$ cat src/rtl/sdmac_defines.svh
// Constants shared by the DMA controller RTL and its testbench
// Include wherever lane depth or register indices are needed

`ifndef SDMAC_DEFINES_SVH
`define SDMAC_DEFINES_SVH

// Entries per byte lane, keep it a power of two
`define SDMAC_LANE_DEPTH 8

// Host register indices
`define SDMAC_REG_CTRL   2'd0
`define SDMAC_REG_ADDR   2'd1
`define SDMAC_REG_COUNT  2'd2
`define SDMAC_REG_STATUS 2'd3

// Bit positions in the control register
`define SDMAC_CTRL_ENABLE 0
`define SDMAC_CTRL_FLUSH  1
`define SDMAC_CTRL_INTEN  2

`endif

$ cat src/rtl/sdmacPkg.sv
// Data types shared across the DMA controller
// Modules take them by a wildcard import in the body,
// port lists use the scoped names

package sdmacPkg;

    // One data byte as held in a lane
    typedef logic [7:0] byte_t;

    // One bit per byte lane, bit i is byte address offset i
    typedef logic [3:0] laneMask_t;

    // Memory longword, lane 0 sits in bits 31:24
    typedef logic [31:0] longword_t;

    // SCSI port word, high byte belongs to the lower address
    typedef logic [15:0] pword_t;

    // Host register index
    typedef logic [1:0] regIdx_t;

    // One byte per lane, indexed by lane number
    typedef byte_t [3:0] laneBytes_t;

endpackage

$ cat src/rtl/laneBusIf.sv
// Push and pop bundle between the SCSI sequencer, the byte lanes
// and the bus master
// Each field carries one entry per lane

interface laneBusIf;
    import sdmacPkg::*;

    laneMask_t  push;       // Write strobe per lane
    laneBytes_t pushData;
    laneMask_t  pop;        // Read strobe per lane
    laneBytes_t popData;    // Oldest byte of each lane
    laneMask_t  empty;
    laneMask_t  full;

    // SCSI side fills the lanes
    modport feeder (
        output push,
        output pushData,
        input  full
    );

    // Memory side drains them
    modport drain (
        output pop,
        input  popData,
        input  empty
    );

    // The lane array itself
    modport lanes (
        input  push,
        input  pushData,
        input  pop,
        output popData,
        output empty,
        output full
    );

endinterface

$ cat src/rtl/busMaster.sv
// Memory side of the DMA path
// Requests the bus, writes one longword per cycle from the four lane heads
// and steps the address; a flush writes the partial remainder with a mask

module busMaster (
    input  logic                sclk_i,
    input  logic                reset_i,
    input  logic                startPulse_i,
    input  sdmacPkg::longword_t startAddr_i,
    input  logic                flushReq_i,
    input  logic                busGrant_i,
    input  logic                memAck_i,
    output logic                busReq_o,
    output logic                memStrobe_o,
    output sdmacPkg::longword_t memAddr_o,
    output sdmacPkg::longword_t memData_o,
    output sdmacPkg::laneMask_t memByteEn_o,
    output logic                flushDone_o,
    output logic                idle_o,
    laneBusIf.drain             laneBus
);
    import sdmacPkg::*;

    typedef enum logic [1:0] {
        BM_IDLE,
        BM_REQ,
        BM_STROBE,
        BM_RELEASE
    } bmState_t;

    bmState_t  state;
    longword_t addr;
    longword_t data;
    laneMask_t mask;
    laneMask_t filled;
    logic      allEmpty;
    logic      canWrite;
    longword_t headWord;

    assign filled   = ~laneBus.empty;
    assign allEmpty = &laneBus.empty;

    // Full longword, or whatever is left once a flush is pending
    assign canWrite = (&filled) | (flushReq_i & (|filled));

    // Lane 0 goes to the most significant byte
    always_comb begin
        for (int i = 0; i < 4; i++) begin
            headWord[31 - 8 * i -: 8] = filled[i] ? laneBus.popData[i] : 8'h00;
        end
    end

    always_ff @(posedge sclk_i) begin
        if (reset_i) begin
            state <= BM_IDLE;
            addr  <= '0;
        end else begin
            case (state)
                BM_IDLE: begin
                    if (canWrite)
                        state <= BM_REQ;
                end
                BM_REQ: begin
                    if (busGrant_i)
                        state <= BM_STROBE;
                end
                BM_STROBE: begin
                    if (memAck_i) begin
                        state <= BM_RELEASE;
                        addr  <= addr + 32'd4;
                    end
                end
                default: state <= BM_IDLE;  // Bus released for one cycle
            endcase
            if (startPulse_i)
                addr <= startAddr_i;
        end
    end

    // Snapshot on grant so late pushes cannot disturb a running cycle
    always_ff @(posedge sclk_i) begin
        if (state == BM_REQ && busGrant_i) begin
            data <= headWord;
            mask <= filled;
        end
    end

    assign busReq_o    = (state == BM_REQ) || (state == BM_STROBE);
    assign memStrobe_o = state == BM_STROBE;
    assign memAddr_o   = addr;
    assign memData_o   = data;
    assign memByteEn_o = mask;

    // Only the written lanes give up their byte
    assign laneBus.pop = (memStrobe_o && memAck_i) ? mask : '0;

    assign flushDone_o = flushReq_i && allEmpty && (state == BM_IDLE);
    assign idle_o      = allEmpty && (state == BM_IDLE);

endmodule

$ cat src/rtl/byteLane.sv
// One byte lane of the DMA FIFO
// Circular buffer with its own pointers; push and pop may share a cycle

`include "sdmac_defines.svh"

module byteLane (
    input  logic            sclk_i,
    input  logic            reset_i,
    input  logic            push_i,
    input  sdmacPkg::byte_t pushData_i,
    input  logic            pop_i,
    output sdmacPkg::byte_t popData_o,
    output logic            empty_o,
    output logic            full_o
);
    import sdmacPkg::*;

    localparam int Depth = `SDMAC_LANE_DEPTH;
    localparam int PtrW  = $clog2(Depth);

    byte_t           mem [Depth];
    logic [PtrW-1:0] rdPtr;
    logic [PtrW-1:0] wrPtr;
    logic [PtrW:0]   count;     // One extra bit to tell full from empty
    logic            doPush;
    logic            doPop;

    assign doPush = push_i && !full_o;
    assign doPop  = pop_i && !empty_o;

    always_ff @(posedge sclk_i) begin
        if (reset_i) begin
            rdPtr <= '0;
            wrPtr <= '0;
            count <= '0;
        end else begin
            if (doPush)
                wrPtr <= wrPtr + 1'b1;      // Wraps on its own
            if (doPop)
                rdPtr <= rdPtr + 1'b1;
            case ({doPush, doPop})
                2'b10:   count <= count + 1'b1;
                2'b01:   count <= count - 1'b1;
                default: ;
            endcase
        end
    end

    always_ff @(posedge sclk_i) begin
        if (doPush)
            mem[wrPtr] <= pushData_i;
    end

    assign popData_o = mem[rdPtr];
    assign empty_o   = count == '0;
    assign full_o    = count == (PtrW + 1)'(Depth);

endmodule

$ cat src/rtl/dmaRegisters.sv
// Host register block: control, start address, word count, status
// Writes are single-cycle strobes, reads are a combinational mux

`include "sdmac_defines.svh"

module dmaRegisters (
    input  logic                sclk_i,
    input  logic                reset_i,
    input  logic                regWrite_i,
    input  sdmacPkg::regIdx_t   regIdx_i,
    input  logic [31:0]         regWData_i,
    output logic [31:0]         regRData_o,
    input  logic                wordTaken_i,
    input  logic                flushDone_i,
    input  logic                idle_i,
    output logic                enable_o,
    output logic                startPulse_o,
    output sdmacPkg::longword_t startAddr_o,
    output logic [15:0]         wordCount_o,
    output logic                flushReq_o,
    output logic                intr_o
);
    import sdmacPkg::*;

    logic        intEnable;
    logic        done;
    logic        countZero;
    logic [15:0] count;

    assign countZero = count == '0;

    always_ff @(posedge sclk_i) begin
        if (reset_i) begin
            enable_o     <= 1'b0;
            intEnable    <= 1'b0;
            flushReq_o   <= 1'b0;
            done         <= 1'b0;
            startPulse_o <= 1'b0;
            startAddr_o  <= '0;
            count        <= '0;
        end else begin
            startPulse_o <= 1'b0;
            if (flushDone_i)
                flushReq_o <= 1'b0;         // Sticky until the bus master empties the lanes
            if (wordTaken_i && !countZero)
                count <= count - 16'd1;
            if (enable_o && countZero && idle_i)
                done <= 1'b1;
            if (regWrite_i) begin
                case (regIdx_i)
                    `SDMAC_REG_CTRL: begin
                        enable_o  <= regWData_i[`SDMAC_CTRL_ENABLE];
                        intEnable <= regWData_i[`SDMAC_CTRL_INTEN];
                        done      <= 1'b0;
                        if (regWData_i[`SDMAC_CTRL_FLUSH])
                            flushReq_o <= 1'b1;
                        // A flush command does not restart the transfer
                        startPulse_o <= regWData_i[`SDMAC_CTRL_ENABLE] &
                                        ~regWData_i[`SDMAC_CTRL_FLUSH];
                    end
                    `SDMAC_REG_ADDR:  startAddr_o <= regWData_i;
                    `SDMAC_REG_COUNT: count <= regWData_i[15:0];
                    default: ;                  // Status is read only
                endcase
            end
        end
    end

    always_comb begin
        case (regIdx_i)
            `SDMAC_REG_CTRL:  regRData_o = {29'd0, intEnable, flushReq_o, enable_o};
            `SDMAC_REG_ADDR:  regRData_o = startAddr_o;
            `SDMAC_REG_COUNT: regRData_o = {16'd0, count};
            default:          regRData_o = {29'd0, idle_i, countZero, done};
        endcase
    end

    assign wordCount_o = count;
    assign intr_o      = done & intEnable;

endmodule

$ cat src/rtl/scsiSequencer.sv
// SCSI side of the DMA path
// Answers the controller's DMA request with a one-cycle dack/ior strobe
// and packs each 16-bit word into a pair of byte lanes

module scsiSequencer (
    input  logic             sclk_i,
    input  logic             reset_i,
    input  logic             enable_i,
    input  logic [15:0]      wordCount_i,
    input  logic             startPulse_i,
    input  logic             dreq_i,
    input  sdmacPkg::pword_t pData_i,
    output logic             dack_o,
    output logic             ior_o,
    output logic             wordTaken_o,
    laneBusIf.feeder         laneBus
);
    import sdmacPkg::*;

    typedef enum logic {
        SQ_IDLE,
        SQ_STROBE
    } sqState_t;

    sqState_t  state;
    logic      upperPair;   // Clear for lanes 0/1, set for lanes 2/3
    laneMask_t target;
    logic      room;
    logic      go;

    assign target = upperPair ? 4'b1100 : 4'b0011;
    assign room   = (laneBus.full & target) == '0;

    // Only answer when a word is still owed and both lanes have space
    assign go = enable_i && (wordCount_i != '0) && dreq_i && room;

    always_ff @(posedge sclk_i) begin
        if (reset_i) begin
            state     <= SQ_IDLE;
            upperPair <= 1'b0;
        end else begin
            case (state)
                SQ_IDLE: begin
                    if (go)
                        state <= SQ_STROBE;
                end
                default: begin
                    state     <= SQ_IDLE;    // Forces a low cycle between strobes
                    upperPair <= ~upperPair;
                end
            endcase
            if (startPulse_i)
                upperPair <= 1'b0;          // New transfer starts on a longword boundary
        end
    end

    assign dack_o      = state == SQ_STROBE;
    assign ior_o       = state == SQ_STROBE;
    assign wordTaken_o = state == SQ_STROBE;

    // Word is sampled at the end of the strobe cycle
    assign laneBus.push = (state == SQ_STROBE) ? target : '0;

    // Even lanes take the high byte, odd lanes the low byte
    always_comb begin
        for (int i = 0; i < 4; i++) begin
            laneBus.pushData[i] = (i % 2 == 0) ? pData_i[15:8] : pData_i[7:0];
        end
    end

endmodule

$ cat src/rtl/sdmacTop.sv
// Top level of the SCSI DMA controller core
// Ties the host registers, SCSI sequencer, byte lanes and bus master
// together; all activity runs on sclk_i

module sdmacTop (
    input  logic                sclk_i,
    input  logic                reset_i,
    input  logic                regWrite_i,
    input  sdmacPkg::regIdx_t   regIdx_i,
    input  logic [31:0]         regWData_i,
    output logic [31:0]         regRData_o,
    input  logic                dreq_i,
    input  sdmacPkg::pword_t    pData_i,
    output logic                dack_o,
    output logic                ior_o,
    input  logic                busGrant_i,
    input  logic                memAck_i,
    output logic                busReq_o,
    output logic                memStrobe_o,
    output sdmacPkg::longword_t memAddr_o,
    output sdmacPkg::longword_t memData_o,
    output sdmacPkg::laneMask_t memByteEn_o,
    output logic                intr_o
);
    import sdmacPkg::*;

    logic        enable;
    logic        startPulse;
    logic        flushReq;
    logic        wordTaken;
    logic        flushDone;
    logic        idle;
    longword_t   startAddr;
    logic [15:0] wordCount;

    laneBusIf laneBus ();

    dmaRegisters uRegisters (
        .sclk_i       (sclk_i),
        .reset_i      (reset_i),
        .regWrite_i   (regWrite_i),
        .regIdx_i     (regIdx_i),
        .regWData_i   (regWData_i),
        .regRData_o   (regRData_o),
        .wordTaken_i  (wordTaken),
        .flushDone_i  (flushDone),
        .idle_i       (idle),
        .enable_o     (enable),
        .startPulse_o (startPulse),
        .startAddr_o  (startAddr),
        .wordCount_o  (wordCount),
        .flushReq_o   (flushReq),
        .intr_o       (intr_o)
    );

    scsiSequencer uSequencer (
        .sclk_i       (sclk_i),
        .reset_i      (reset_i),
        .enable_i     (enable),
        .wordCount_i  (wordCount),
        .startPulse_i (startPulse),
        .dreq_i       (dreq_i),
        .pData_i      (pData_i),
        .dack_o       (dack_o),
        .ior_o        (ior_o),
        .wordTaken_o  (wordTaken),
        .laneBus      (laneBus)
    );

    // Lane i holds the bytes at address offset i
    for (genvar i = 0; i < 4; i++) begin : genLane
        byteLane uLane (
            .sclk_i     (sclk_i),
            .reset_i    (reset_i),
            .push_i     (laneBus.push[i]),
            .pushData_i (laneBus.pushData[i]),
            .pop_i      (laneBus.pop[i]),
            .popData_o  (laneBus.popData[i]),
            .empty_o    (laneBus.empty[i]),
            .full_o     (laneBus.full[i])
        );
    end

    busMaster uBusMaster (
        .sclk_i       (sclk_i),
        .reset_i      (reset_i),
        .startPulse_i (startPulse),
        .startAddr_i  (startAddr),
        .flushReq_i   (flushReq),
        .busGrant_i   (busGrant_i),
        .memAck_i     (memAck_i),
        .busReq_o     (busReq_o),
        .memStrobe_o  (memStrobe_o),
        .memAddr_o    (memAddr_o),
        .memData_o    (memData_o),
        .memByteEn_o  (memByteEn_o),
        .flushDone_o  (flushDone),
        .idle_o       (idle),
        .laneBus      (laneBus)
    );

endmodule

$ cat config.mk
export PLATFORM = sky130hd
export DESIGN_NAME = sdmacTop
export DESIGN_NICKNAME = d
export VERILOG_FILES = /design/src/rtl/sdmacPkg.sv /design/src/rtl/laneBusIf.sv /design/src/rtl/busMaster.sv /design/src/rtl/byteLane.sv /design/src/rtl/dmaRegisters.sv /design/src/rtl/scsiSequencer.sv /design/src/rtl/sdmacTop.sv
export VERILOG_INCLUDE_DIRS = /design/src /design/src/rtl
export SDC_FILE = /design/constraint.sdc
export NUM_CORES = 1
export LEC_CHECK = 0
export ABC_CLOCK_PERIOD_IN_PS = 3000
export BUFFER_PORTS_ARGS = -buffer_cell sky130_fd_sc_hd__buf_2
export CAP_MARGIN = 5
export CORE_AREA = 2 2 239 194
export DETAILED_ROUTE_END_ITERATION = 8
export DIE_AREA = 0 0 241 196
export GPL_ROUTABILITY_DRIVEN = 0
export MAX_ROUTING_LAYER = met4
export SYNTH_ARGS = -nofsm -noshare
export SYNTH_HDL_FRONTEND = slang
export SYNTH_SLANG_ARGS = --single-unit
$ cat constraint.sdc
create_clock -name sclk_i -period 3 [get_ports sclk_i]
set_input_delay 0.45 -clock sclk_i [delete_from_list [all_inputs] [get_ports sclk_i]]
set_output_delay 0.45 -clock sclk_i [all_outputs]
set_load 0.02 [all_outputs]
== After elaboration in Yosys (flattened, before gate mapping) ==
Memories as Yosys holds them, arrays and structs flattened. A register that Yosys moved wholly into a read port is not among the register bits.
Index checks and enable logic that the tools add are counted.

* Equal/unequal tests: 19
* Reduce and logical (&&, ||, !) cells: 58
* Mux-type cells: 34
* Add/sub/neg operators: 18
* Bitwise logic cells: 10

{| class="wikitable"
|+ Operators by type and width
! kind !! number
|-
| 32-bit two-way mux || 3
|-
| 32-bit one-hot mux with 3 select lines || 1
|-
| 16-bit two-way mux || 3
|-
| 32-bit by 3-bit adder with 32-bit output (second input constant) || 1
|-
| 4-bit one-hot mux with 2 select lines || 4
|-
| 3-bit by 1-bit adder with 3-bit output (second input constant) || 8
|-
| 4-bit zero test || 5
|-
| 1-bit logical AND || 19
|-
| 4-bit by 1-bit adder with 4-bit output (second input constant) || 4
|-
| 4-bit equality test (second input constant) || 4
|-
| 16-bit zero test || 1
|-
| 1-bit two-way mux || 16
|-
| 16-bit nonzero test || 1
|-
| 16-bit by 1-bit subtractor with 16-bit output (second input constant) || 1
|-
| 4-bit by 1-bit subtractor with 4-bit output (second input constant) || 4
|-
| 1-bit zero test || 13
|-
| 2-bit by 1-bit equality test with 1-bit output (second input constant) || 6
|-
| 2-bit equality test (second input constant) || 6
|-
| 4-bit two-way mux || 3
|-
| 2-bit nonzero test || 6
|-
| 4-bit AND reduction || 2
|-
| 2-bit two-way mux || 3
|-
| 2-bit one-hot mux with 3 select lines || 1
|-
| 2-bit AND reduction || 3
|-
| 13 further kinds || 21
|}

* Logic and storage cells: 167
* Input port bits: 56
* Memories kept: 4
* RAM bits: 256
* Register bits: 133

{| class="wikitable"
|+ Memories
! memory !! depth !! width !! read ports !! clocked after Yosys merged registers in !! wr ports !! line !! source
|-
| genLane[0].uLane.mem || 8 || 8 || 1 || 1 || 1 || byteLane.sv:21 || <nowiki>byte_t mem [Depth];</nowiki>
|-
| genLane[1].uLane.mem || 8 || 8 || 1 || 1 || 1 || byteLane.sv:21 ||
|-
| genLane[2].uLane.mem || 8 || 8 || 1 || 1 || 1 || byteLane.sv:21 ||
|-
| genLane[3].uLane.mem || 8 || 8 || 1 || 1 || 1 || byteLane.sv:21 ||
|}

== Longest topological paths before layout ==
Gate-level depths: netlist of the first run.

* Word-level depth: 8
* Gate-level depth with buffers: 13
* Mapped depth without buffers: 11

== Modules after synthesis ==
From an unflattened synthesis of the first run, not the netlist that was laid out.

* Cell total of the unflattened synthesis: 1,389
* Area total of the unflattened synthesis: 19,014.5 µm²

{| class="wikitable"
|+ By module, submodules not included
! module !! sequential area each (µm²) !! area an instance (µm²) !! instances !! cells an instance
|-
| byteLane || 2,182.1 || 3,128.0 || 4 || 167
|-
| busMaster || 1,761.7 || 3,420.8 || 1 || 342
|-
| dmaRegisters || 1,061.0 || 2,657.5 || 1 || 328
|-
| scsiSequencer || 40.0 || 424.2 || 1 || 51
|}

== Worst setup path before layout of the first run ==
OpenSTA, ideal clock, no wires.

* Kind: reg2reg
* From: register uBusMaster.state[0]
* To: register genLane[1].uLane.count[2]
* Required time: 2.929 ns
* Path slack: 0.185 ns
* Period minus slack after synthesis: 2.815 ns
* Buffers on the path: 2
* Arrival: 2.744 ns
* Cell stages (with the launch flop): 14
* Cell sequence: dfxtp_1 > inv_1 > ha_1 > and2_1 > clkbuf_1 > and3_1 > clkbuf_1 > ha_1 > xor2_1 > ha_1 > a21oi_1 > xor2_1 > or3_1 > a21oi_1

* Cells in the longest elaborated chain, start to end: 6
* Elaborated cells on any way between the ends: 8
* Those cells by class: eq/ne (3); mux (2); reduce/logical (3)

{| class="wikitable"
|+ RTL lines
! element !! line !! source
|-
| start, declared || busMaster.sv:31 || <nowiki>bmState_t state;</nowiki>
|-
| start signal, assigned || busMaster.sv:55 || <nowiki>state <= BM_IDLE;</nowiki>
|-
| start signal, assigned || busMaster.sv:61 || <nowiki>state <= BM_REQ;</nowiki>
|-
| start signal, assigned || busMaster.sv:65 || <nowiki>state <= BM_STROBE;</nowiki>
|-
| 2-bit equality test * || busMaster.sv:89 || <nowiki>assign memStrobe_o = state == BM_STROBE;</nowiki>
|-
| named net memStrobe_o || sdmacTop.sv:19 || <nowiki>output logic memStrobe_o,</nowiki>
|-
| 1-bit logical AND * || busMaster.sv:95 || <nowiki>assign laneBus.pop = (memStrobe_o && memAck_i) ? mask : '0;</nowiki>
|-
| 4-bit two-way mux * || busMaster.sv:95 ||
|-
| 1-bit logical AND * || byteLane.sv:29 || <nowiki>assign doPop = pop_i && !empty_o;</nowiki>
|-
| named net genLane[1].uLane.doPop || byteLane.sv:26 || <nowiki>logic doPop;</nowiki>
|-
| 2-bit by 1-bit equality test with 1-bit output / 2-bit equality test (equally long branches) || byteLane.sv:41 || <nowiki>case ({doPush, doPop})</nowiki>
|-
| 4-bit one-hot mux with 2 select lines / 2-bit nonzero test (equally long branches) || -- ||
|-
| end signal, assigned || byteLane.sv:42 || <nowiki>2'b10: count <= count + 1'b1;</nowiki>
|-
| end signal, assigned || byteLane.sv:43 || <nowiki>2'b01: count <= count - 1'b1;</nowiki>
|-
| end, declared || byteLane.sv:24 || <nowiki>logic [PtrW:0] count;</nowiki>
|}

Mark *: on every way through the listed nets, which the timed path passes. The rest lies on a longest branch.
A chain may end at the register's enable or synchronous reset.

== Worst setup path in the final report of the first run ==
* From: register uRegisters.count[1] (netlist: uRegisters.wordCount_o[1])
* To: output port regRData_o[1]

* Cells in the longest elaborated chain, start to end: 2

{| class="wikitable"
|+ RTL lines
! element !! line !! source
|-
| start, declared || dmaRegisters.sv:28 || <nowiki>logic [15:0] count;</nowiki>
|-
| start signal, assigned || dmaRegisters.sv:46 || <nowiki>count <= count - 16'd1;</nowiki>
|-
| start signal, assigned || dmaRegisters.sv:62 || <nowiki>`SDMAC_REG_COUNT: count <= regWData_i[15:0];</nowiki>
|-
| 16-bit zero test || dmaRegisters.sv:30 || <nowiki>assign countZero = count == '0;</nowiki>
|-
| 32-bit one-hot mux with 3 select lines * || dmaRegisters.sv:70 || <nowiki>case (regIdx_i)</nowiki>
|-
| end, declared || sdmacTop.sv:11 || <nowiki>output logic [31:0] regRData_o,</nowiki>
|}

Every way passes the cells marked *; elsewhere a longest branch is shown, timed or not.

==> results of run 1 <==
## sequential cells by signal (all words and copies together), names as in the netlist, 12 cells and up
register                count
uRegisters.startAddr_o     32
genLane.uLane.wrPtr        12
uBusMaster.memAddr_o       32
genLane.uLane.mem         256
genLane.uLane.rdPtr        12
genLane.uLane.count        16
uBusMaster.memData_o       32
uRegisters.wordCount_o     16
## layer usage
| metal | vias up | part of all wire [%] | GRT usage [%] |
|---|---|---|---|
| met5 | - | 0 | - |
| met4 | 0 | 1.5 | 4.57 |
| met3 | 48 | 6.5 | 3.52 |
| met2 | 309 | 44 | 26.4 |
| met1 | 5539 | 48 | 25.7 |
| li1 | 5237 | - | - |
## through the flow
step	power, mW	hold slack (ns)	setup slack [ns]	utilization [%]	cell area [um^2]
3_5_place_dp	6.94	0.468	0.186	43.1	19400
2_1_floorplan	6.70	0.444	0.185	-	17700
3_3_place_gp	6.93	0.459	0.343	43.1	19400
5_1_grt	12.6	0.0991	0.00576	46.3	20800
6_report	12.2	0.119	0.111	46.3	20800
4_1_cts	12.3	0.0843	0.00405	46.2	20800
## cells in the final DEF, fill, tap and decap left out, drive strengths merged, types with 5 or more instances in the layout
cell type  instances
and2              23
or3               11
nor2             138
nor3              38
nand2            116
edfxtp           292
xor2              26
nand4              9
nor4bb             6
mux4              67
or4                5
nor4              16
o21a               7
ha                26
a21oi             71
a311oi             5
o21ai             16
nand2b            17
o22ai              5
a211oi            24
dfxtp            129
clkbuf            56
inv               29
and3               7
xnor2             31
buf              219
mux2i             49
clkinv            17
a22o              16
nand3             13
## logic make-up (layout without fill, tap and decap cells)
group / count (synthesis) / count (layout) / share of synthesized area, %
AO/OA/AOI/OAI: 162 / 162 / 5.92
XOR/XNOR: 57 / 57 / 2.82
adder cells (fa/ha/maj): 26 / 26 / 1.84
buffers and inverters: 95 / 327 / 2.41
flip-flops: 421 / 421 / 64.1
multiplexers: 117 / 117 / 11.4
other: 0 / 4 / 0
AND/OR/NAND/NOR: 412 / 412 / 11.5
## worst paths after layout
path                                      startpoint                                       to  cells after the start
min                                   regWData_i[27]  uRegisters.startAddr_o[27]$_SDFFE_PP0P_                      3
max             uRegisters.wordCount_o[1]$_SDFF_PP0_                            regRData_o[1]                      7
min reg2reg  uRegisters.startAddr_o[17]$_SDFFE_PP0P_  uRegisters.startAddr_o[17]$_SDFFE_PP0P_                      2
max reg2reg         uBusMaster.state[0]$_SDFFE_PP0P_   genLane[3].uLane.count[2]$_SDFFE_PP0P_                     11
## worst register-to-register path: stages, from the launching register on
cell     delay (ns)
dfxtp_1        0.36
inv_1          0.08
ha_1           0.28
and2_2         0.26
and3_2         0.27
ha_1           0.28
xor2_1         0.17
ha_1           0.19
a21oi_1        0.17
xor2_1         0.10
or3_1          0.31
a21oi_1        0.14
## power groups by stage
stage / logic (mW) / registers (mW) / clock network [mW]
finish: 0.504 / 6.32 / 5.35
detailed placement: 0.501 / 6.44 / 0
global placement: 0.494 / 6.44 / 0
CTS: 0.504 / 6.32 / 5.52
floorplan: 0.234 / 6.47 / 0
global route: 0.551 / 6.32 / 5.74
## final cells by class
class | count | area, um^2
fillers | 4088 | 24200
flip-flops and latches | 421 | 11400
multi-input cells | 774 | 5930
repair buffers | 219 | 1260
clock buffers | 56 | 1180
well taps | 612 | 766
clock inverters | 26 | 238
inverters | 26 | 97.6
diodes | 4 | 10.0
## repair_timing
action | 4_1_cts | 5_1_grt
setup endpoints to repair | 1 | 3
gates resized for setup | 4 | 4
pin swaps | 1 | 1
==> results.cfg, run 1 <==
[outcome]
status = completed

[floorplanning]
start_util_pct = 39.3
die_w_um = 241
die_area_um2 = 47200
placementRows = 70
coreArea_um2 = 45000
die_h_um = 196
io_pins = 161

[setup_path]
path_delay_family = simple AND/OR/NAND/NOR gates
cp.arrival_ns = 2.44
cp-end-kind = output pin
cp.buffers_inverters = 2
cpMaxStageDelayCell = or4b_4
r2r_slack_ns = 0.32
critPathRequiredTime_ns = 2.55
crit_chain = inv_1 > ha_1 > or4b_4 > nor4_4 > and2_4 > mux4_2 > buf_4
cp_slowest_stage_delay_ns = 0.49
critPathKind = flip-flop to output pin
crit_fanout = 5
start_kind = flip-flop

[pwr]
ir_worst_vdd_mv = 0.352
p_switching_mw = 2.67
internal_power_mw = 9.51
clockPowerShare_pct = 44.0
leakage_nw = 7.16
pwr-share-seq_pct = 51.9
p_per_area_nw_per_um2 = 584
p_sw_share_pct = 21.9
p_comb_share_pct = 4.1

[synthesis]
synth_area_leader_cell = edfxtp_1
synthDistinctLibCells = 65
netlist_top_cells_count = edfxtp_1 (292), nor2_1 (138), dfxtp_1 (129)
synth_area_per_cell_um2 = 13.7
postSynth.asyncResetShare_pct = 0
synth_cells = 1290
synth_area_um2 = 17700
synth_area_leaders = edfxtp_1 (50%), dfxtp_1 (15%), mux4_2 (8.4%)
yosysTopAreaCellShare_pct = 49.5
ys_seq_elements = 421
synth_most_common_cell = edfxtp_1
ys.flop_type = edfxtp_1
synth_edf_count = 292
yosys_warnings = 0
synth.yosys.seq_area_share_pct = 64.1
synth_fp_nets = 1372

[drt]
wirelength_mm = 41.4
firstDrtPassIters = 5
drt.antenna.violating_nets = 0
drc = 0
wire_per_inst_um = 19.4
vias_per_cell = 5.21
num_vias = 11133
drtIter0Drc = 720

[global_route]
grt_antenna_before_repair = 2
track_usage_pct = 18.0
grt_max_degree = 70
globalRouteOverflowTotal = 0
grt_pass1_wl_mm = 63.0
grt_pass1_vias = 10525

[sta]
fin_skew_ns = 0.0118
fin_setup_tns_ns = 0
max_slew_margin_pct = 39.6
period_share_pct = 96.3
tightest_slew_ns = 0.905
final-setup-viol-count = 0
fmax_mhz = 346
period_minus_slack_ns = 2.89
final-hold-violation-count = 0
grt_setup_unrepaired = no
report.final.slew_viol_count = 0

[final_layout]
layout-drive-gt1-share_pct = 25.3
area_growth_pct = 17.7
finalNetCount = 1568
fin_cells = 2138

[placement]
place_hpwl_mm = 27.5
placed_cells = 2052
io_buffers = 160

[clocking]
clk_pin_slew_worst_paths_ns = 0.06
clock_sinks = 421
cts_hold_buf = 0
cts_tree = built
worstSkewPairLatency_ns = 0.57
cts.htree.levels = 2
cts-root-buf = clkbuf_16
post_cts_buffers = 0
clockBufferDepth = 3
cts_made_buffers = 44

[flow_run]
cap_viol_max_count = 0

[hold_path]
hp-class = primary input to flip-flop
Note: power is estimated with default switching activity, not from simulation.
==> run 2: changes to the inputs <==
--- a/config.mk
+++ b/config.mk
@@ -10,10 +10,12 @@
 export BUFFER_PORTS_ARGS = -buffer_cell sky130_fd_sc_hd__buf_2
 export CAP_MARGIN = 5
 export CORE_AREA = 2 2 239 194
+export CTS_BUF_LIST = sky130_fd_sc_hd__clkbuf_8
 export DETAILED_ROUTE_END_ITERATION = 8
 export DIE_AREA = 0 0 241 196
 export GPL_ROUTABILITY_DRIVEN = 0
 export MAX_ROUTING_LAYER = met4
+export PLACE_DENSITY = 0.58
 export SYNTH_ARGS = -nofsm -noshare
 export SYNTH_HDL_FRONTEND = slang
 export SYNTH_SLANG_ARGS = --single-unit
==> run 2 against run 1 <==
Net effect:
- utilization shrank 0.14 points
- sequential cell count unchanged
- setup slack got worse by 0.033 ns
- sequential power barely moved
- global-route usage is 0.30 points higher
- hold slack got worse by 0.041 ns
- clock skew up 0.015 ns
- total power decreased by 5.0%
- die area unchanged
- critical path depth did not move
- final area fell by 0.31%
- non-clock buffer count is 5 higher
==> results.cfg, run 2 (synthesized netlist as in run 1, its figures left out) <==
[placement]
place_area_um2 = 19400
place_hpwl_mm = 27.7
io_buffers = 160

[pwr]
leakage_nw = 7.26
p_comb_share_pct = 4.5
p_per_area_nw_per_um2 = 557
pwr-share-seq_pct = 54.6
p_switching_mw = 2.66
ir_worst_vdd_mv = 0.389
clockPowerShare_pct = 40.8
p_sw_share_pct = 23.0
internal_power_mw = 8.91

[flow_run]
cap_viol_max_count = 0

[drt]
wirelength_mm = 41.8
firstDrtPassIters = 5
vias_per_cell = 5.16
drtIter0Drc = 667
drt.antenna.violating_nets = 0
drc = 0
wire_per_inst_um = 19.2
num_vias = 11259

[sta]
final-setup-viol-count = 0
whs_ns = 0.0785
tightest_slew_ns = 1.05
period_minus_slack_ns = 2.92
grt_setup_unrepaired = yes
period_share_pct = 97.4
final-hold-violation-count = 0
report.final.slew_viol_count = 0
max_slew_margin_pct = 29.7
fin_skew_ns = 0.0267
fmax_mhz = 342
fin_setup_tns_ns = 0

[hold_path]
whs_path_depth = 3
hp-class = primary input to flip-flop
hold_end = uRegisters.startAddr_o[30]$_SDFFE_PP0P_
min_from = regWData_i[30]

[global_route]
grt_max_degree = 74
grt_pass1_vias = 10899
grt_pass1_wl_mm = 63.5
track_usage_pct = 18.3
globalRouteOverflowTotal = 0
grt_antenna_before_repair = 1

[clocking]
cts_made_buffers = 71
clock_sinks = 421
clockBufferDepth = 3
cts_tree = built
worstSkewPairLatency_ns = 0.63
cts-root-buf = clkbuf_8
cts.htree.levels = 3
clk_pin_slew_worst_paths_ns = 0.06

[floorplanning]
die_h_um = 196
placementRows = 70
die_w_um = 241
coreArea_um2 = 45000
die_area_um2 = 47200
io_pins = 161
start_util_pct = 39.3

[setup_path]
start_kind = flip-flop
reg2reg_depth = 10
critPathRequiredTime_ns = 2.55
r2r_end = genLane[3].uLane.count[3]$_SDFFE_PP0P_
crit_fanout = 5
cp.arrival_ns = 2.47
reg2reg_from = uBusMaster.state[0]$_SDFFE_PP0P_
critPathKind = flip-flop to output pin
cp-end-kind = output pin
r2r_slack_ns = 0.18
cp-startpoint = uRegisters.wordCount_o[0]$_SDFF_PP0_

[final_layout]
final_common_cell = edfxtp_1
final_cell_mix = edfxtp_1 (292), buf_2 (158), nor2_1 (138), dfxtp_1 (125), nand2_1 (116)
top_register = genLane.uLane.mem
layout-drive-gt1-share_pct = 26.6
finalNetCount = 1600
largest_reg_flops = 256
fin_area_um2 = 20800
area_growth_pct = 17.4

[outcome]
status = completed
run 2: cell types whose count changed in the layout (fill, tap and decap cells not counted), sizes merged:
cell	change
inv	+22
clkbuf	+18
buf	+5
clkinv	+5
diode	-3
clkinvlp	-2
bufinv	-1
run 2: metrics by stage:
stage                     util [%]  cells  setup WS [ns]  power [mW]
after floorplan                  -   1290          0.185        6.70
after detailed placement      43.1   2054          0.220        6.95
final                         46.1   2182         0.0775        11.6
after global routing          46.1   2182        -0.0749        12.0
after CTS                     46.0   2178         0.0265        11.7
after global placement        43.1   2054          0.359        6.94
run 2: critical path: stages (launching register included):
cell and delay [ns]:
dfxtp_4 0.36, inv_2 0.06, ha_4 0.13, or4b_4 0.48
nor4_4 0.24, and2_4 0.19, mux4_2 0.28, buf_6 0.13
run 2: area by class of cell:
cell class | count | area [um^2]
antenna | 1 | 2.50
clock buffer | 74 | 1020
clock inverter | 50 | 268
fill | 4085 | 24200
inverter | 26 | 100
multi-input combinational | 774 | 5950
sequential | 421 | 11400
tap | 612 | 766
timing repair buffer | 224 | 1300
run 2: worst max path at each step:
stage                                                   to  slack [ns]  cells after the start
floorplan           genLane[1].uLane.count[2]$_SDFFE_PP0P_        0.19                     13
global placement    genLane[3].uLane.count[2]$_SDFFE_PP0P_        0.36                     11
detailed placement  genLane[1].uLane.count[2]$_SDFFE_PP0P_        0.22                     11
CTS                                          regRData_o[2]        0.03                      6
global route                                 regRData_o[1]       -0.07                      7
finish                                       regRData_o[1]        0.08                      7
run 2: power groups by stage:
| stage | Sequential, mW | Clock, mW | Combinational, mW |
|---|---|---|---|
| 2_1_floorplan | 6.47 | 0 | 0.234 |
| 4_1_cts | 6.32 | 4.91 | 0.516 |
| 5_1_grt | 6.32 | 5.15 | 0.574 |
| 3_3_place_gp | 6.44 | 0 | 0.501 |
| 3_5_place_dp | 6.44 | 0 | 0.508 |
| 6_report | 6.32 | 4.72 | 0.524 |
run 2: per-layer routing:
metal | vias to the layer above | part of all wire, % | GRT usage, %
met4 | 0 | 1.9 | 5.26
li1 | 5284 | - | -
met5 | - | 0 | -
met2 | 314 | 45 | 26.7
met3 | 65 | 6.5 | 4.52
met1 | 5596 | 47 | 25.5
run 2: what timing repair did:
item	4_1_cts	5_1_grt
endpoints found under the setup margin	1	3
resized for setup	7	13
hold endpoints to repair	0	0
setup buffers	0	3
hold buffers	0	0
pin swaps	1	4
cloned	0	0
==> run 3: changes to the inputs <==
--- a/config.mk
+++ b/config.mk
@@ -7,15 +7,15 @@
 export NUM_CORES = 1
 export LEC_CHECK = 0
 export ABC_CLOCK_PERIOD_IN_PS = 3000
-export BUFFER_PORTS_ARGS = -buffer_cell sky130_fd_sc_hd__buf_2
 export CAP_MARGIN = 5
 export CORE_AREA = 2 2 239 194
 export CTS_BUF_LIST = sky130_fd_sc_hd__clkbuf_8
 export DETAILED_ROUTE_END_ITERATION = 8
 export DIE_AREA = 0 0 241 196
+export DONT_BUFFER_PORTS = 1
 export GPL_ROUTABILITY_DRIVEN = 0
 export MAX_ROUTING_LAYER = met4
-export PLACE_DENSITY = 0.58
+export PLACE_DENSITY = 0.55
 export SYNTH_ARGS = -nofsm -noshare
 export SYNTH_HDL_FRONTEND = slang
 export SYNTH_SLANG_ARGS = --single-unit
==> run 3 against run 2 <==
Net effect:
- sequential cell count is the same
- total power shrank 0.20%
- sequential power grew 0.8%
- maximum frequency grew 1.8%
- first-iteration DRC count grew 7.2%
- final area shrank 1.5%
- via count shrank 4.7%
- non-clock buffer count shrank 105
- global-route usage shrank 0.060 points
- utilization shrank 0.67 points
- die area is the same
- critical path type unchanged
- critical endpoint unchanged
- largest cell class unchanged
==> results.cfg, run 3 (synthesized netlist as in run 1, its figures left out) <==
[outcome]
status = completed

[pwr]
total_power_mw = 11.5
ir_worst_vdd_mv = 0.259
leakage_nw = 6.74
p_per_area_nw_per_um2 = 564

[final_layout]
final_cell_mix = edfxtp_1 (292), nor2_1 (138), dfxtp_1 (129), nand2_1 (116), clkbuf_8 (75)
area.sequential_um2 = 11400
multiInputGateArea_um2 = 5930
top_register = genLane.uLane.mem
layout-drive-gt1-share_pct = 17.4
largest_reg_flops = 256
area_growth_pct = 15.6
fillerInstances = 4099
finalNetCount = 1494
final_common_cell = edfxtp_1

[global_route]
globalRouteOverflowTotal = 0
grt_pass1_wl_mm = 63.1
track_usage_pct = 18.3
grt_antenna_before_repair = 3
grt_max_degree = 120
grt_pass1_vias = 10699

[setup_path]
cp.arrival_ns = 2.42
reg2reg_from = uBusMaster.state[0]$_SDFFE_PP0P_
cp_slowest_stage_delay_ns = 0.49
cp-end-kind = output pin
crit_fanout = 5
cp-startpoint = uRegisters.wordCount_o[0]$_SDFF_PP0_
critPathKind = flip-flop to output pin
start_kind = flip-flop
critPathRequiredTime_ns = 2.55
crit_chain = inv_1 > ha_1 > or4b_4 > nor4_4 > and2_4 > mux4_2
cpMaxStageDelayCell = or4b_4

[clocking]
cts_made_buffers = 70
cts_tree = built
clk_pin_slew_worst_paths_ns = 0.07
worstSkewPairLatency_ns = 0.62
clock_sinks = 421
clockBufferDepth = 3
cts-root-buf = clkbuf_8
cts.htree.levels = 3

[drt]
firstDrtPassIters = 7
wire_per_inst_um = 20.3
num_vias = 10725
drc = 0
vias_per_cell = 5.17
wirelength_mm = 42.0
drtIter0Drc = 715
drt.antenna.violating_nets = 0

[floorplanning]
die_area_um2 = 47200
start_util_pct = 39.3
die_h_um = 196
die_w_um = 241
placementRows = 70
coreArea_um2 = 45000
io_pins = 161

[sta]
grt_setup_unrepaired = no
fin_setup_tns_ns = 0
report.final.slew_viol_count = 0
max_slew_margin_pct = 40.8
final-setup-viol-count = 0
tightest_slew_ns = 0.887
fmax_mhz = 348
fin_skew_ns = 0.0214
final-hold-violation-count = 0
period_share_pct = 95.7
period_minus_slack_ns = 2.87

[flow_run]
cap_viol_max_count = 0

[placement]
io_buffers = 0
place_hpwl_mm = 27.0

[hold_path]
min_from = regWData_i[2]
hp-class = primary input to flip-flop
[run 3: cell types whose count changed in the layout (fill, tap and decap cells not counted), moves of 2 or more]
cell,change
dfxtp_1,+4
clkinvlp_4,+3
clkinv_1,-7
clkinv_2,-3
dfxtp_4,-2
inv_1,+4
buf_2,-158
buf_4,+4
diode_2,+2
dlygate4sd3_1,+50
dfxtp_2,-2
[run 3: power by group]
group / leakage (nW) / switching (mW) / total, mW / internal (mW)
Clock: 0.740 / 2.26 / 4.73 / 2.47
Combinational: 2.32 / 0.283 / 0.445 / 0.162
Sequential: 3.68 / 0.0938 / 6.37 / 6.27
[run 3: area by class of cell]
| cell class | count | share of cell area [%] |
|---|---|---|
| diodes | 3 | 0.0367 |
| clock buffers | 75 | 5.04 |
| clock inverters | 44 | 1.21 |
| inverters | 26 | 0.477 |
| multi-input cells | 774 | 29.0 |
| flip-flops and latches | 421 | 55.5 |
| well taps | 612 | 3.74 |
| repair buffers | 119 | 5.07 |
[run 3: repair_timing]
action	4_1_cts	5_1_grt
endpoints found under the hold margin	376	0
pin swaps	0	2
endpoints found under the setup margin	1	2
resized for setup	1	3
hold buffers	51	0
buffers inserted	0	1
[run 3: critical path: cells and delay by family, from the launching register on]
kind / cells / cell delay, ns
AND/OR/NAND/NOR: 3 / 0.86
flip-flops: 1 / 0.35
multiplexers: 1 / 0.34
adder cells (fa/ha/maj): 1 / 0.19
buffers and inverters: 1 / 0.07
[run 3: through the flow]
stage | hold WS [ns] | setup WS (ns) | area [um^2] | util, % | cells
final | 0.0581 | 0.130 | 20500 | 45.5 | 2074
after detailed placement | 0.461 | 0.411 | 18600 | 41.4 | 1900
after floorplan | 0.444 | 0.185 | 17700 | - | 1290
after global routing | 0.0140 | 0.000715 | 20500 | 45.5 | 2073
after global placement | 0.454 | 0.507 | 18600 | 41.4 | 1900
after CTS | 0.00359 | 0.00475 | 20400 | 45.4 | 2070
[run 3: path summary, 6_finish.rpt]
kind | end | slack (ns) | cells past startpoint
worst max-delay path | regRData_o[1] | 0.13 | 6
worst min-delay path | uRegisters.wordCount_o[2]$_SDFF_PP0_ | 0.06 | 2
worst max register to register | genLane[2].uLane.count[2]$_SDFFE_PP0P_ | 0.42 | 11
worst min register to register | uRegisters.startAddr_o[17]$_SDFFE_PP0P_ | 0.47 | 2
[run 3: per-layer routing]
metal	up-vias	share of wire (%)	GRT usage, %
met5	-	0	-
met1	5298	44	23.7
li1	5070	-	-
met2	291	46	27.5
met3	66	8.2	5.80
met4	0	1.8	5.28
